File: src/dmr_pkg.sv
// Types and constants shared by the DMR MAC wrapper and its testbench
// Operands are unsigned and the accumulator wraps at 32 bits
// Register addresses are word addresses
package dmr_pkg;

  // Datapath widths
  localparam int unsigned OPERAND_W  = 16;
  localparam int unsigned ACC_W      = 32;

  // Register interface widths
  localparam int unsigned REG_ADDR_W = 4;
  localparam int unsigned REG_DATA_W = 32;

  typedef logic [OPERAND_W-1:0]  operand_t;
  typedef logic [ACC_W-1:0]      acc_t;
  typedef logic [REG_ADDR_W-1:0] reg_addr_t;
  typedef logic [REG_DATA_W-1:0] reg_data_t;

  // MAC operation encoding
  typedef enum logic [1:0] {
    MAC_NOP  = 2'd0,
    MAC_ACC  = 2'd1,
    MAC_LOAD = 2'd2,
    MAC_CLR  = 2'd3
  } mac_op_e;

  // Input bundle fanned out to both replicas
  typedef struct packed {
    logic     valid;
    mac_op_e  op;
    operand_t a;
    operand_t b;
  } core_in_t;

  // Output bundle compared by the checker
  typedef struct packed {
    logic valid;
    acc_t result;
  } core_out_t;

  typedef struct packed {
    logic      valid;
    logic      write;
    reg_addr_t addr;
    reg_data_t wdata;
  } reg_req_t;

  typedef struct packed {
    reg_data_t rdata;
    logic      error;
  } reg_rsp_t;

  // Register map
  localparam reg_addr_t REG_CTRL    = 4'd0;
  localparam reg_addr_t REG_ERR_CNT = 4'd1;
  localparam reg_addr_t REG_STATUS  = 4'd2;

  // Read data for unmapped addresses
  localparam reg_data_t REG_ERR_VAL = 32'hBADCAB1E;

endpackage
File: src/dmr_core_wrap.sv
// DMR wrapper with two lockstep MAC cores, a checker and a register block
// Valid levels only, there is no back-pressure on any path
// Input to sys_out_o takes one cycle, the error pulse follows one cycle later
module dmr_core_wrap import dmr_pkg::*; (
  input  logic      clk_i,
  input  logic      rst_n_i,
  input  core_in_t  core_in_i,
  output core_out_t sys_out_o,
  input  reg_req_t  reg_req_i,
  output reg_rsp_t  reg_rsp_o,
  output logic      dmr_error_o,
  output logic      dmr_failure_o
);

  core_out_t core0_out;
  core_out_t core1_out;
  logic      setback;
  logic      dmr_error;
  logic      dmr_en;

  // Both replicas see the very same input
  mac_core i_core0 (
    .clk_i      ( clk_i     ),
    .rst_n_i    ( rst_n_i   ),
    .clear_i    ( setback   ),
    .core_in_i  ( core_in_i ),
    .core_out_o ( core0_out )
  );

  mac_core i_core1 (
    .clk_i      ( clk_i     ),
    .rst_n_i    ( rst_n_i   ),
    .clear_i    ( setback   ),
    .core_in_i  ( core_in_i ),
    .core_out_o ( core1_out )
  );

  dmr_checker i_checker (
    .clk_i       ( clk_i     ),
    .rst_n_i     ( rst_n_i   ),
    .dmr_en_i    ( dmr_en    ),
    .core0_out_i ( core0_out ),
    .core1_out_i ( core1_out ),
    .sys_out_o   ( sys_out_o ),
    .setback_o   ( setback   ),
    .dmr_error_o ( dmr_error )
  );

  dmr_regs i_regs (
    .clk_i         ( clk_i         ),
    .rst_n_i       ( rst_n_i       ),
    .reg_req_i     ( reg_req_i     ),
    .reg_rsp_o     ( reg_rsp_o     ),
    .dmr_error_i   ( dmr_error     ),
    .dmr_en_o      ( dmr_en        ),
    .dmr_failure_o ( dmr_failure_o )
  );

  assign dmr_error_o = dmr_error;

endmodule

File: src/dmr_regs.sv
// Software view of the DMR unit
// Reads answer combinationally while the request is valid
// Error counter saturates, a clearing write beats a same-cycle error
// Unmapped addresses return REG_ERR_VAL with the error bit set
module dmr_regs import dmr_pkg::*; (
  input  logic     clk_i,
  input  logic     rst_n_i,
  input  reg_req_t reg_req_i,
  output reg_rsp_t reg_rsp_o,
  input  logic     dmr_error_i,
  output logic     dmr_en_o,
  output logic     dmr_failure_o
);

  logic      wr_en;
  logic      dmr_en_q;
  logic      failure_q;
  reg_data_t err_cnt_q;

  assign wr_en = reg_req_i.valid && reg_req_i.write;

  always_ff @(posedge clk_i or negedge rst_n_i) begin
    if (!rst_n_i) begin
      // Lockstep checking is on out of reset
      dmr_en_q  <= 1'b1;
      failure_q <= 1'b0;
      err_cnt_q <= '0;
    end else begin
      if (dmr_error_i) begin
        failure_q <= 1'b1;
        if (err_cnt_q != '1) begin
          err_cnt_q <= err_cnt_q + 1'b1;
        end
      end
      // Software writes come last so they win
      if (wr_en && reg_req_i.addr == REG_CTRL) begin
        dmr_en_q <= reg_req_i.wdata[0];
      end
      if (wr_en && reg_req_i.addr == REG_ERR_CNT) begin
        err_cnt_q <= '0;
      end
      if (wr_en && reg_req_i.addr == REG_STATUS && reg_req_i.wdata[0]) begin
        failure_q <= 1'b0;
      end
    end
  end

  always_comb begin
    reg_rsp_o = '0;
    if (reg_req_i.valid) begin
      case (reg_req_i.addr)
        REG_CTRL: begin
          reg_rsp_o.rdata = reg_data_t'(dmr_en_q);
        end
        REG_ERR_CNT: begin
          reg_rsp_o.rdata = err_cnt_q;
        end
        REG_STATUS: begin
          reg_rsp_o.rdata = reg_data_t'(failure_q);
        end
        default: begin
          reg_rsp_o.rdata = REG_ERR_VAL;
          reg_rsp_o.error = 1'b1;
        end
      endcase
    end
  end

  assign dmr_en_o      = dmr_en_q;
  assign dmr_failure_o = failure_q;

endmodule

File: src/dmr_checker.sv
// Lockstep comparator for two replicas
// Core 0 is the one whose result reaches the system
// dmr_error_o and setback_o are the same one-cycle registered pulse
module dmr_checker import dmr_pkg::*; (
  input  logic      clk_i,
  input  logic      rst_n_i,
  input  logic      dmr_en_i,
  input  core_out_t core0_out_i,
  input  core_out_t core1_out_i,
  output core_out_t sys_out_o,
  output logic      setback_o,
  output logic      dmr_error_o
);

  logic mismatch;
  logic error_q;

  // Bit-for-bit compare of the whole output bundle
  assign mismatch = dmr_en_i && (core0_out_i != core1_out_i);

  // Pass core 0 through, but never let a disputed result out
  always_comb begin
    sys_out_o = core0_out_i;
    if (mismatch) begin
      sys_out_o.valid = 1'b0;
    end
  end

  // Error pulse lands in the cycle after the mismatch
  always_ff @(posedge clk_i or negedge rst_n_i) begin
    if (!rst_n_i) begin
      error_q <= 1'b0;
    end else begin
      error_q <= mismatch;
    end
  end

  assign dmr_error_o = error_q;

  // Both cores clear at the edge that ends the error pulse
  assign setback_o = error_q;

endmodule

File: src/mac_core.sv
// One multiply-accumulate replica with a single cycle of latency
// Product is unsigned 16x16, accumulation wraps at 32 bits
// clear_i is synchronous and overrides any input in the same cycle
module mac_core import dmr_pkg::*; (
  input  logic      clk_i,
  input  logic      rst_n_i,
  input  logic      clear_i,
  input  core_in_t  core_in_i,
  output core_out_t core_out_o
);

  acc_t acc_q;
  acc_t acc_d;
  acc_t product;
  logic valid_q;
  logic valid_d;

  // Full-width product so nothing is lost before the add
  assign product = acc_t'(core_in_i.a) * acc_t'(core_in_i.b);

  always_comb begin
    acc_d   = acc_q;
    valid_d = 1'b0;
    if (clear_i) begin
      // Setback from the checker realigns both replicas
      acc_d = '0;
    end else if (core_in_i.valid) begin
      valid_d = 1'b1;
      case (core_in_i.op)
        MAC_ACC: begin
          acc_d = acc_q + product;
        end
        MAC_LOAD: begin
          acc_d = product;
        end
        MAC_CLR: begin
          acc_d = '0;
        end
        default: begin
          // NOP still answers with the current value
          acc_d = acc_q;
        end
      endcase
    end
  end

  always_ff @(posedge clk_i or negedge rst_n_i) begin
    if (!rst_n_i) begin
      acc_q   <= '0;
      valid_q <= 1'b0;
    end else begin
      acc_q   <= acc_d;
      valid_q <= valid_d;
    end
  end

  // The accumulator register is the result register
  assign core_out_o.valid  = valid_q;
  assign core_out_o.result = acc_q;

endmodule

File: config.mk
export PLATFORM = sky130hd
export DESIGN_NAME = dmr_core_wrap
export DESIGN_NICKNAME = d
export VERILOG_FILES = /design/src/dmr_pkg.sv /design/src/dmr_core_wrap.sv /design/src/dmr_regs.sv /design/src/dmr_checker.sv /design/src/mac_core.sv
export SDC_FILE = /design/constraint.sdc
export NUM_CORES = 1
export LEC_CHECK = 0
export BUFFER_PORTS_ARGS = -buffer_cell sky130_fd_sc_hd__buf_2
export CORE_ASPECT_RATIO = 0.6
export CORE_MARGIN = 4
export CORE_UTILIZATION = 32
export DETAILED_ROUTE_END_ITERATION = 12
export GPL_TIMING_DRIVEN = 0
export HOLD_SLACK_MARGIN = 0.12
export PLACE_DENSITY = 0.49
export SKIP_LAST_GASP = 1
export SLEW_MARGIN = 20
export SYNTH_ARGS = -nofsm -noshare
export SYNTH_HDL_FRONTEND = slang
export SYNTH_SLANG_ARGS = --single-unit
File: constraint.sdc
create_clock -name clk_i -period 7.55 [get_ports clk_i]
set_clock_uncertainty 0.05 [all_clocks]
set_input_delay 0.3775 -clock clk_i [delete_from_list [all_inputs] [get_ports clk_i]]
set_output_delay 0.3775 -clock clk_i [all_outputs]
set_load 0.05 [all_outputs]
-- Word-level counts from Yosys, hierarchy flattened
Cells that the tools add are included.
- add/sub/neg operators: 3
- multiply operators: 1
- eq/ne operators: 7
- mux-type cells: 17
- reductions and logical operators: 15
- operators with widths (cell ; count):
    $pmux 32 s3 ; 3
    $mux 32 ; 7
    $add 32x32->32 ; 2
    $mux 33 ; 1
    $add 32x1->32 const B ; 1
    $mul 16x16->32 ; 1
    $ne 32x32->1 ; 1
    $ne 32x32->1 const B ; 1
    $reduce_bool 2->1 ; 4
    $logic_and 1x1->1 ; 6
    $mux 1 ; 6
    $eq 2x2->1 const B ; 2
    $eq 4x1->1 const B ; 1
    $eq 4x2->1 const B ; 1
    $logic_not 4->1 ; 1
    $reduce_and 2->1 ; 2
    $reduce_bool 4->1 ; 1
    $reduce_or 3->1 ; 1
    $eq 2x1->1 const B ; 1
- flip-flop bits (word level): 100
- input port bits: 75
- output and inout port bits: 68

-- Logic depth before layout (Yosys ltp)
- depth after elaboration: 5
- gate-level depth with buffers: 33
- mapped depth without buffers: 31

-- Hierarchy
From an unflattened synthesis, not the netlist that was laid out.
- cell total of the unflattened synthesis: 3031
- area total of the unflattened synthesis: 25873.6 um^2
- by module, submodules not included (module ; times used ; cells each ; area each (um^2) ; seq. area each (um^2)):
    mac_core (i_core1) ; 1 ; 1340 ; 11493.5 ; 825.8
    mac_core (i_core0) ; 1 ; 1348 ; 11461.0 ; 825.8
    dmr_regs ; 1 ; 260 ; 2257.2 ; 852.1
    dmr_checker ; 1 ; 83 ; 661.9 ; 25.0

-- Worst setup path before layout
Ideal clock, no wire load.
- kind: input-to-reg
- from: input core_in_i[23] (netlist name)
- to: register i_core0.acc_q[31]
- library setup time: 0.126 ns
- arrival time: 7.650 ns
- data required time: 7.374 ns
- path slack: -0.276 ns
- stages: 31
- path buffers: 1
- cells stage by stage: clkbuf_1 -> nand2_1 -> fa_1 -> inv_1 -> fa_1 -> inv_1 -> fa_1 -> inv_1 -> fa_1 -> fa_1 -> inv_1 -> fa_1 -> inv_1 -> ha_1 -> and3_1 -> and2_2 -> a221o_1 -> a31o_2 -> a21o_1 -> a21oi_1 -> xnor2_1 -> ha_1 -> a21o_1 -> a21oi_1 -> o21ai_0 -> o21ai_0 -> a31oi_2 -> a221oi_2 -> xnor2_1 -> xnor2_1 -> a221o_1
- cells in the longest elaborated chain, start to end: 5
- ends and longest elaborated chain (item ; RTL line ; source):
    start: declaration ; dmr_core_wrap.sv:7 ; input core_in_t core_in_i,
    $mul 16x16->32 * ; mac_core.sv:19 ; assign product = acc_t'(core_in_i.a) * acc_t'(core_in_i.b);
    $add 32x32->32 ; mac_core.sv:31 ; acc_d = acc_q + product;
    $pmux 32 s3 * ; mac_core.sv:29 ; case (core_in_i.op)
    $mux 32 * ; mac_core.sv:27 ; end else if (core_in_i.valid) begin
    $mux 32 * ; mac_core.sv:24 ; if (clear_i) begin
    end signal: assignment ; mac_core.sv:49 ; acc_q <= '0;
    end signal: assignment ; mac_core.sv:52 ; acc_q <= acc_d;
    end: declaration ; mac_core.sv:12 ; acc_t acc_q;
Every way passes the cells marked *; elsewhere a longest branch is shown, timed or not. The select of a mux whose other input is x is not followed.
A chain may end at the register's enable or synchronous reset.

-- Final worst setup path
- from: input core_in_i[29] (netlist name)
- to: register i_core0.acc_q[31]
Same word-level chain as after synthesis.

==> flow_metrics.tcl <==
set metrics [dict create \
    status "finished, violations left" \
    violations "setup timing" \
    route.vias.total 14636 \
    max_freq_mhz 131.7 \
    ant_nets 0 \
    cts_made_buffers 9 \
    cpPeakStageDelay_ns 0.51 \
    cp_common_cell "fa_1" \
    synth.most_common_cell "nand2_1" \
    vias_per_cell 5.150 \
    fin_crit_ns 7.594 \
    multiInputGateArea_um2 13600 \
    clock_sinks 100 \
    syn-instance-count 1982 \
    seq_area_frac_synth_pct 14.93 \
    place_congestion 0.8867 \
    synthesis.nets 2420 \
    yosys-top-cells-area "fa_1, dfrtp_1, ha_1" \
    synth_area_um2 16770 \
    grtUsageMet1_pct 31.50 \
    synth-seq-cells 100 \
    final_nets 2581 \
    hold_slack_ns 0.1472 \
    yosysUniqueCellTypes 83 \
    hold_viol_final 0 \
    grt_pass1_vias 14192 \
    min_period_over_period_pct 100.6 \
    finalSetupViolCount 1 \
    insertion_delay_ns 0.38 \
    fp.coreArea_um2 51410 \
    synth_area_leader_cell "fa_1" \
    met2_usage_pct 27.55 \
    critical_path_arrival_ns 7.81 \
    grtUsageTotal_pct 19.82 \
    ys_warn_count 0 \
    path_max_fanout 10 \
    synth_top_area_share_pct 23.40 \
    route.detailed.drc 0 \
    drt_iter0_drc 1079 \
    critPathLaunchType "input port" \
    crit_path_end_kind "flip-flop" \
    cp.required_ns 7.77 \
    antenna_found_initial 0 \
    critPathSlowestCell "fa_1" \
    avgRoutedWirePerCell_um 19.59 \
    yosys-top-cells-count "nand2_1, inv_1, fa_1, ha_1, and2_1" \
    io_pins 143 \
    areaGrowthSynthToFinish_pct 18.63 \
    syn_avg_cell_area_um2 8.461 \
    htree_levels 3 \
    die_w_um 303.5 \
    slew_violations 0 \
    clockBufferDepth 2 \
    clk_pin_slew_worst_paths_ns 0.08 \
    root_buffer "clkbuf_16" \
    worstSetupPathType "input port to flip-flop" \
    setup_ws_ns -0.04372 \
    drv_cap 0 \
    relSlewSlack_pct 32.62 \
    drive_gt1_share_pct 14.29 \
    synth_async_sr_flop_share_pct 100.0 \
    fin_util_pct 38.70 \
    grtUsageMet3_pct 5.002 \
    start_util_pct 32.62 \
    io_buffers 111 \
    rows 64 \
    synth_edf_count 0 \
    dr.pass1.iters 5 \
    seqCellArea_um2 2504 \
    busiest_layer "met1" \
    tightest_slew_ns 1.011 \
    nFillCells 5336 \
    wl_mm 55.68 \
    hpwl_mm 45.87 \
    overflow 0 \
    finish.instance_area_um2 19890 \
    post_dp_cell_area_um2 18290 \
    grt_pass1_wl_mm 85.19 \
    dieArea_um2 56250 \
    grt_max_degree 59 \
    cts_tree "yes" \
    die_y_um 185.3 \
    holdCritPathClass "input port to flip-flop" \
    ys.flop_type "dfrtp_1" \
    rsz0062_at_grt "true" \
]
==> final timing paths <==
kind	start	to	slack, ns	cells past startpoint
setup / recovery	core_in_i[29]	i_core0.acc_q[31]	-0.04	32
hold / removal	reg_req_i[0]	i_regs.dmr_failure_o	0.15	2
setup reg to reg	i_core1.acc_q[0]	i_core1.acc_q[24]	3.85	13
hold reg to reg	i_core1.acc_q[10]	i_core1.acc_q[10]	0.50	2
max in group asynchronous	rst_n_i	i_core0.acc_q[27]	6.25	3
min in group asynchronous	rst_n_i	i_core0.acc_q[8]	0.49	2
==> through the flow <==
stage | setup WS, ns | TNS, ns | cells
final | -0.04372 | -0.04372 | 2842
after global routing | -0.2084 | -0.6831 | 2841
after CTS | -0.00005240 | -0.00005240 | 2826
after detailed placement | -1.567 | -25.98 | 2787
after global placement | -1.572 | -25.84 | 2786
after floorplan | 0.0006088 | 0 | 1982
==> final cells by class <==
class | count | area share [%]
antenna | 1 | 0.01258
buffer | 66 | 3.245
clock buffer | 11 | 1.220
clock inverter | 5 | 0.1887
inverter | 254 | 4.792
multi-input combinational | 1559 | 68.35
sequential | 100 | 12.58
tap | 693 | 4.358
timing repair buffer | 153 | 5.245
==> worst max-delay path, delay by kind of cell <==
| family | cells | cell delay [ns] |
|---|---|---|
| and+or+nand+nor | 7 | 1.22 |
| AOI/OAI and AO/OA | 7 | 1.51 |
| buffers and inverters | 7 | 0.82 |
| xor gates and xnor gates | 3 | 0.43 |
| adders and majority gates | 8 | 3.40 |
==> sequential cells by signal, indices dropped and copies added, names as in the netlist <==
signal                 flops
i_checker.dmr_error_o      1
i_core0.acc_q             32
i_core1.acc_q             32
i_core1.valid_q            1
i_regs.dmr_en_o            1
i_regs.dmr_failure_o       1
i_regs.err_cnt_q          32
==> layout by cell type (no fill, tap or decap), types with 9 or more instances in the layout <==
master / n
a21o_1: 69
a21oi_1: 96
a21oi_2: 9
a31oi_1: 9
and2_1: 135
and3_1: 16
buf_2: 94
buf_4: 46
buf_6: 11
clkbuf_1: 28
clkbuf_16: 21
dfrtp_1: 99
fa_1: 192
ha_1: 145
ha_4: 15
inv_1: 253
nand2_1: 270
nand2b_1: 18
nand3_1: 32
nand4_1: 19
nor2_1: 114
nor2b_1: 18
nor3_1: 9
o21a_1: 10
o21ai_0: 74
o21bai_1: 15
or3_1: 10
xnor2_1: 81
xor2_1: 46
==> logic make-up after synthesis <==
group	count (synthesis)	synth area share, %
multiplexers	8	0.5148
AND/OR/NAND/NOR	683	19.73
adder cells (fa/ha/maj)	363	35.86
XOR/XNOR	139	7.342
flip-flops	100	14.93
AO/OA/AOI/OAI	366	14.33
buffers and inverters	323	7.304
==> routing by layer <==
metal	up-vias	routed length, µm
li1	6823	-
met1	7377	28610
met2	417	22620
met3	19	4206
met4	0	251
met5	-	0
==> what timing repair did <==
item / CTS / global route
hold endpoints to repair: 56 / 0
endpoints found under the setup margin: 27 / 15
pin swaps: 31 / 22
setup buffers: 22 / 17
resized for setup: 156 / 62
gates cloned: 1 / 0
hold buffers: 1 / 0
Power is left out: the tool's default activity adds up to more than one toggle a clock period on the data nets, which glitch-free logic cannot reach.
